**src/logic/aes_pkg.sv**
```systemverilog
// shared widths and types for the aes-128 serial engine
// round count, field constant, transfer size, core latency
// rcon and xtime helpers for the key schedule and column mix
package aes_pkg;

	////////////////////////////////////////////////////////////
	// types

	// 16 bytes column-major, byte 0 in bits 127:120
	typedef logic [127:0] block_t;
	// one column or one key word
	typedef logic [31:0] word_t;
	typedef logic [7:0] byte_t;
	// round number, 0 to 10
	typedef logic [3:0] round_t;

	// core sequencer states
	typedef enum logic [1:0] {
		IDLE,
		LOOKUP,
		COMBINE,
		DONE
	} core_state_t;

	////////////////////////////////////////////////////////////
	// constants

	localparam int NUM_ROUNDS = 10;
	// x^8 + x^4 + x^3 + x + 1 with the top bit dropped
	localparam byte_t GF_POLY = 8'h1b;
	// plaintext then key
	localparam int SPI_IN_BITS = 256;
	// start pulse to done, one load cycle plus two per round
	localparam int CORE_LATENCY = 21;

	////////////////////////////////////////////////////////////
	// field helpers

	// multiply by x, reduce when bit 7 falls off
	function automatic byte_t xtime(input byte_t b);
		byte_t shifted;
		shifted = {b[6:0], 1'b0};
		return b[7] ? (shifted ^ GF_POLY) : shifted;
	endfunction

	// round constant x^(round-1) in the top byte
	function automatic word_t rcon(input round_t round);
		byte_t c;
		c = 8'h01;
		// fixed bound, doubling only up to the asked round
		for (int i = 2; i <= NUM_ROUNDS; i++) begin
			if (i <= int'(round)) begin
				c = xtime(c);
			end
		end
		return {c, 24'h000000};
	endfunction

endpackage

```
**src/logic/aes_spi_link.sv**
```systemverilog
// serial link in the clk domain
// two-flop synchronizers and edge detect for sck, sdi and load
// 256-bit input shifter, ciphertext capture and the output shifter
module aes_spi_link (
	input logic clk,
	input logic reset,
	input logic sck,
	input logic sdi,
	input logic load,
	input logic done,
	input aes_pkg::block_t ciphertext,
	output logic start,
	output aes_pkg::block_t plaintext,
	output aes_pkg::block_t key,
	output logic sdo
);
	import aes_pkg::*;

	// bit 1 is the settled copy
	logic [1:0] sck_sync;
	logic [1:0] sdi_sync;
	logic [1:0] load_sync;
	// one cycle behind the settled copies
	logic sck_d;
	logic load_d;
	logic done_d;
	// edge strobes
	logic sck_rise;
	logic sck_fall;
	logic done_rise;
	// plaintext in the top half, key in the bottom half
	logic [SPI_IN_BITS-1:0] in_shift;
	// ciphertext on its way out, msb first
	block_t out_shift;

	////////////////////////////////////////////////////////////
	// synchronizers and edge detect

	always_ff @(posedge clk) begin
		if (reset) begin
			sck_sync <= '0;
			sdi_sync <= '0;
			load_sync <= '0;
			sck_d <= 1'b0;
			load_d <= 1'b0;
			done_d <= 1'b0;
			start <= 1'b0;
		end else begin
			sck_sync <= {sck_sync[0], sck};
			sdi_sync <= {sdi_sync[0], sdi};
			load_sync <= {load_sync[0], load};
			sck_d <= sck_sync[1];
			load_d <= load_sync[1];
			// done comes from the core, already in this domain
			done_d <= done;
			// registered pulse on the settled load fall
			start <= load_d & ~load_sync[1];
		end
	end

	// sdi goes through the same depth, so it lines up with sck
	assign sck_rise = sck_sync[1] & ~sck_d;
	assign sck_fall = ~sck_sync[1] & sck_d;
	assign done_rise = done & ~done_d;

	////////////////////////////////////////////////////////////
	// input shifter

	// mode 0, sample on sck rise, only while load is high
	always_ff @(posedge clk) begin
		if (load_sync[1] && sck_rise) begin
			in_shift <= {in_shift[SPI_IN_BITS-2:0], sdi_sync[1]};
		end
	end

	// first 128 bits shifted in end up on top
	assign plaintext = in_shift[SPI_IN_BITS-1 -: $bits(block_t)];
	assign key = in_shift[$bits(block_t)-1:0];

	////////////////////////////////////////////////////////////
	// output shifter

	always_ff @(posedge clk) begin
		if (reset) begin
			out_shift <= '0;
		end else if (done_rise) begin
			out_shift <= ciphertext;
		end else if (sck_fall) begin
			// next bit shows after each sck fall
			out_shift <= {out_shift[$bits(block_t)-2:0], 1'b0};
		end
	end

	// bypass while the capture is in flight, so bit 127 is there with done
	assign sdo = done_rise ? ciphertext[$bits(block_t)-1] : out_shift[$bits(block_t)-1];

endmodule

```
**config.mk**
```make
export PLATFORM = sky130hd
export DESIGN_NAME = aes_spi_link
export DESIGN_NICKNAME = d
export VERILOG_FILES = /design/src/logic/aes_pkg.sv /design/src/logic/aes_spi_link.sv
export SDC_FILE = /design/constraint.sdc
export NUM_CORES = 1
export LEC_CHECK = 0
export BUFFER_PORTS_ARGS = -buffer_cell sky130_fd_sc_hd__clkbuf_2
export CAP_MARGIN = 20
export CELL_PAD_IN_SITES_DETAIL_PLACEMENT = 0
export CELL_PAD_IN_SITES_GLOBAL_PLACEMENT = 1
export CORE_ASPECT_RATIO = 1.2
export CORE_MARGIN = 4
export CORE_UTILIZATION = 45
export DETAILED_ROUTE_END_ITERATION = 10
export GPL_ROUTABILITY_DRIVEN = 0
export PLACE_DENSITY = 0.93
export SYNTH_ARGS = -nofsm -noshare
export SYNTH_HDL_FRONTEND = slang
export SYNTH_SLANG_ARGS = --single-unit
```
**constraint.sdc**
```tcl
create_clock -name clk -period 33.8 [get_ports clk]
set_clock_uncertainty 0.05 [all_clocks]
set_input_delay 1.69 -clock clk [delete_from_list [all_inputs] [get_ports clk]]
set_output_delay 1.69 -clock clk [all_outputs]
set_load 0.02 [all_outputs]
```
# After elaboration in Yosys (flattened, before gate mapping)
# Index checks and enable logic that the tools add are counted.
[op_classes] n_addsub=0 multipliers=0 div_mod_pow=0 order_cmp=0 eq_ne=0 n_shift=0 mux=3 n_bitwise=8 n_reduce_logical=2
[op_table] operator="$mux W128" n=2
[op_table] operator="$and A1 B1 Y1" n=4
[op_table] operator="$not A1 Y1" n=4
[op_table] operator="$reduce_bool A2 Y1" n=1
[op_table] operator="$logic_and A1 B1 Y1" n=1
[op_table] operator="$mux W1" n=1
[word_totals] regBits=394 latchBits=0 ram_bits=0 rom_bits=0 inputBits=134 output_inout_bits=258 word_cells=22 memories=0

# Logic depth before layout (Yosys ltp)
[depth] depth_word=4 depth_mapped=7 ltp_nobuf=3

# Worst setup path after synthesis
# No wires, ideal clock.
[synth_path] path_type="register to register" start="reg load_sync[1]" end="reg in_shift[0], enable pin" arrival_time_ps=11082 required_time_ps=32867 path_slack_ps=21785 stages_incl_launch_ff=3 n_path_buf=0 path_cell_list="dfxtp_1 nand2_1 nor2_1"
[synth_between] elab_chain_len=1
[synth_rtl] element="start: declaration" line="aes_spi_link.sv:22" source="logic [1:0] load_sync;"
[synth_rtl] element="start signal: assignment" line="aes_spi_link.sv:51" source="load_sync <= {load_sync[0], load};"
[synth_rtl] element="$logic_and A1 B1 Y1" line="aes_spi_link.sv:71" source="if (load_sync[1] && sck_rise) begin"
[synth_rtl] element="end signal: assignment" line="aes_spi_link.sv:72" source="in_shift <= {in_shift[SPI_IN_BITS-2:0], sdi_sync[1]};"
[synth_rtl] element="end: declaration" line="aes_spi_link.sv:32" source="logic [SPI_IN_BITS-1:0] in_shift;"
# Every way passes these cells.
# A chain may end at the register's enable or synchronous reset.

# Worst setup path in the final report
[layout_path] start="in done" end="out sdo"
[layout_between] elab_chain_len=2
[layout_rtl] element="start: declaration" line="aes_spi_link.sv:10" source="input logic done,"
[layout_rtl] element="$and A1 B1 Y1" line="aes_spi_link.sv:64" source="assign done_rise = done & ~done_d;"
[layout_rtl] element="$mux W1" line="aes_spi_link.sv:95" source="assign sdo = done_rise ? ciphertext[$bits(block_t)-1] : out_shift[$bits(block_t)-1];"
[layout_rtl] element="end: declaration" line="aes_spi_link.sv:15" source="output logic sdo"
# Every way passes these cells.

==> impl_metrics.csv <==
group,metric,value,unit
outcome,outcome,"completed",
power,ir_drop,0.0000672,V
drt,ant_nets,0,
clock_network,clock_sinks,394,
drt,routed_wl,35.0,mm
finish,layoutNonFillerInstCount,1796,
place,place_area,16200,um^2
grt,grt_use_total,19.3,%
drt,wl_per_cell,19.5,um
timing,tns,0,ps
critical_path,end_kind,"primary output",
floorplan,die_h,201,um
critical_path,worstReg2RegStart,"done_d$_SDFF_PP0_",
grt,grt.overflow.total,0,
place,hpwlAfterDp,22.5,mm
floorplan,num_rows,70,
finish,areaGrowthSynthToFinish,25.9,%
logic_synthesis,ys_seq_area_share,74.6,%
critical_path,startpoint_type,"primary input",
critical_path,required,32060,ps
clock_network,cts_buffers,41,
grt,grt_pass1_vias,9074,
critical_path,crit_chain,"clkbuf_2, nor2b_4, buf_12, nand2_1, nand2_1, clkbuf_2",
floorplan,num_io_pins,392,
finish,final_nets,1500,
critical_path,crit_arrival,3070,ps
logic_synthesis,avgSynthCellArea,13.9,um^2
grt,grt_max_degree,254,
critical_path,criticalPathCategory,"primary input to primary output",
timing,slew_headroom,25.1,%
critical_path,r2r-end,"out_shift[60]$_SDFFE_PP0P_",
finish,layout-drive-gt1-share,37.2,%
critical_path,cp-startpoint,"done",
timing,final.period_utilization,14.2,%
logic_synthesis,synth_fp_nets,1142,
worst_hold_path,hold_path_class,"flip-flop to flip-flop",
clock_network,clk_latency,520,ps
finish,layout_commonest_cell,"clkbuf_2",
clock_network,cts.root.buffer_cell,"clkbuf_16",
timing,fmax,208,MHz
timing,hold_viol,0,
logic_synthesis,synth_cell_types,20,
clock_network,cts-resized-gates,0,
clock_network,postCtsSetupBuffers,0,
critical_path,r2r.worst_path.cells,5,
floorplan,fp.dieArea,34000,um^2
clock_network,cts_tree,"yes",
finish,layout_common_cells,"clkbuf_2 (390), edfxtp_1 (256), nand2_1 (255), dfxtp_1 (138), nor3_1 (125)",
timing,min_period,4810,ps
timing,slew_violations,0,
critical_path,worst-r2r-setup-slack,30450,ps
critical_path,cpPeakStageDelay,630,ps
critical_path,worst-path-max-fanout,253,
timing,rsz0062_at_grt,"no",
power,p_per_area,60.1,nW/um^2
logic_synthesis,yosysWarnings,0,
timing,finalSetupViolations,0,
drt,vias_per_cell,5.35,
power,p_leak,5.75,nW
logic_synthesis,syn_area,14000,um^2
floorplan,initial_core_util,45.8,%
job,drv_cap,0,
grt,grt_pass1_wl,52.8,mm
logic_synthesis,ys_seq_elements,394,
timing,worst_slew_pin_slew,1120,ps
clock_network,cts_hold_buf,0,
drt,drc_errors,0,
floorplan,core_region_area,30600,um^2
critical_path,critPathCapture,"sdo",
clock_network,htree_levels,2,
clock_network,clk_pin_slew,60,ps
logic_synthesis,synth_cells,1008,
drt,drtIter0Drc,839,
place,dp_cells,1717,
critical_path,slowest_stage,"buf_12",
floorplan,die_w,169,um
grt,antenna_found_initial,1,
drt,dr.pass1.iters,5,
finish,final_area,17600,um^2
place,io_buffers,391,
clock_network,clock_path_buffers,3,
drt,vias,9609,
-- area by class of cell --
class / count / area [um^2]
Sequential cell: 394 / 10500
Multi-Input combinational cell: 528 / 3170
Clock buffer: 51 / 1140
Tap cell: 396 / 495
Clock inverter: 25 / 282
Fill cell: 2397 / 12900
Timing Repair Buffer: 401 / 2100
Antenna cell: 1 / 2.50
-- cell families (layout without fill, tap and decap cells) --
| logic type | Yosys count | count (layout) | synth area share [%] |
|---|---|---|---|
| buf+inv | 86 | 477 | 2.94 |
| flops | 394 | 394 | 74.6 |
| mux | 2 | 2 | 0.143 |
| simple gates | 398 | 398 | 12.1 |
| other cells | 0 | 1 | 0 |
| compound gates | 128 | 128 | 10.2 |
-- per-stage QoR --
| stage | total power [mW] | util (%) | worst slack, ps | hold WS, ps |
|---|---|---|---|---|
| 2_1_floorplan | 0.584 | - | 21780 | 336 |
| 3_3_place_gp | 0.598 | 52.9 | 28920 | 337 |
| 3_5_place_dp | 0.600 | 52.9 | 28910 | 367 |
| 4_1_cts | 1.07 | 57.5 | 28900 | 382 |
| 5_1_grt | 1.10 | 57.7 | 28790 | 381 |
| 6_report | 1.06 | 57.7 | 28990 | 373 |
-- layer usage --
metal | track usage, % | part of all wire (%) | up-vias | wire length [um]
met2 | 29.8 | 46 | 428 | 16000
li1 | - | - | 4498 | -
met3 | 5.33 | 9.1 | 51 | 3190
met4 | 5.29 | 2.1 | 0 | 724
met5 | 0 | 0 | - | 0
met1 | 27.2 | 43 | 4632 | 15000
-- how the worst min path moves through the flow --
stage | from | to | slack (ps) | cells after the start
CTS | sdi_sync[1]$_SDFF_PP0_ | in_shift[0]$_DFFE_PP_ | 380 | 0
global placement | sdi_sync[1]$_SDFF_PP0_ | in_shift[0]$_DFFE_PP_ | 340 | 0
global route | sdi_sync[1]$_SDFF_PP0_ | in_shift[0]$_DFFE_PP_ | 380 | 0
detailed placement | sdi_sync[1]$_SDFF_PP0_ | in_shift[0]$_DFFE_PP_ | 370 | 0
floorplan | sdi_sync[1]$_SDFF_PP0_ | in_shift[0]$_DFFE_PP_ | 340 | 0
finish | sdi_sync[1]$_SDFF_PP0_ | in_shift[0]$_DFFE_PP_ | 370 | 0
-- power by group --
part	internal [mW]	switching [mW]	total [mW]
clock network	0.285	0.184	0.469
logic	0.0253	0.0365	0.0618
registers	0.522	0.00744	0.529
total	0.832	0.227	1.06
-- sequential cells by signal, summed over array words and instances (netlist names) --
signal and flops:
out_shift 128, sck_sync 2, start 1, sck_d 1, in_shift 256, load_sync 2
load_d 1, done_d 1, sdi_sync 2
-- cell usage after synthesis --
cell type	n	share of area [%]
buf_6	7	0.56
nor3b_1	1	0.054
nand3b_1	1	0.054
a211oi_1	2	0.11
buf_2	26	0.93
nand2b_1	1	0.045
clkbuf_1	52	1.4
mux2i_1	2	0.14
nor2b_1	10	0.45
nor2b_4	1	0.098
a311oi_2	50	5.4
or2_1	1	0.045
nand2_1	255	6.8
nor3_1	125	4.5
nor2_1	3	0.080
a21oi_1	1	0.036
buf_4	1	0.054
edfxtp_1	256	55
dfxtp_1	138	20
a311oi_1	75	4.7
-- worst max-delay path: cells and delay by family --
kind | cells | cell delay [ps]
buffers and inverters | 3 | 910
AND/OR/NAND/NOR | 3 | 380
(Power assumes the default switching activity.)
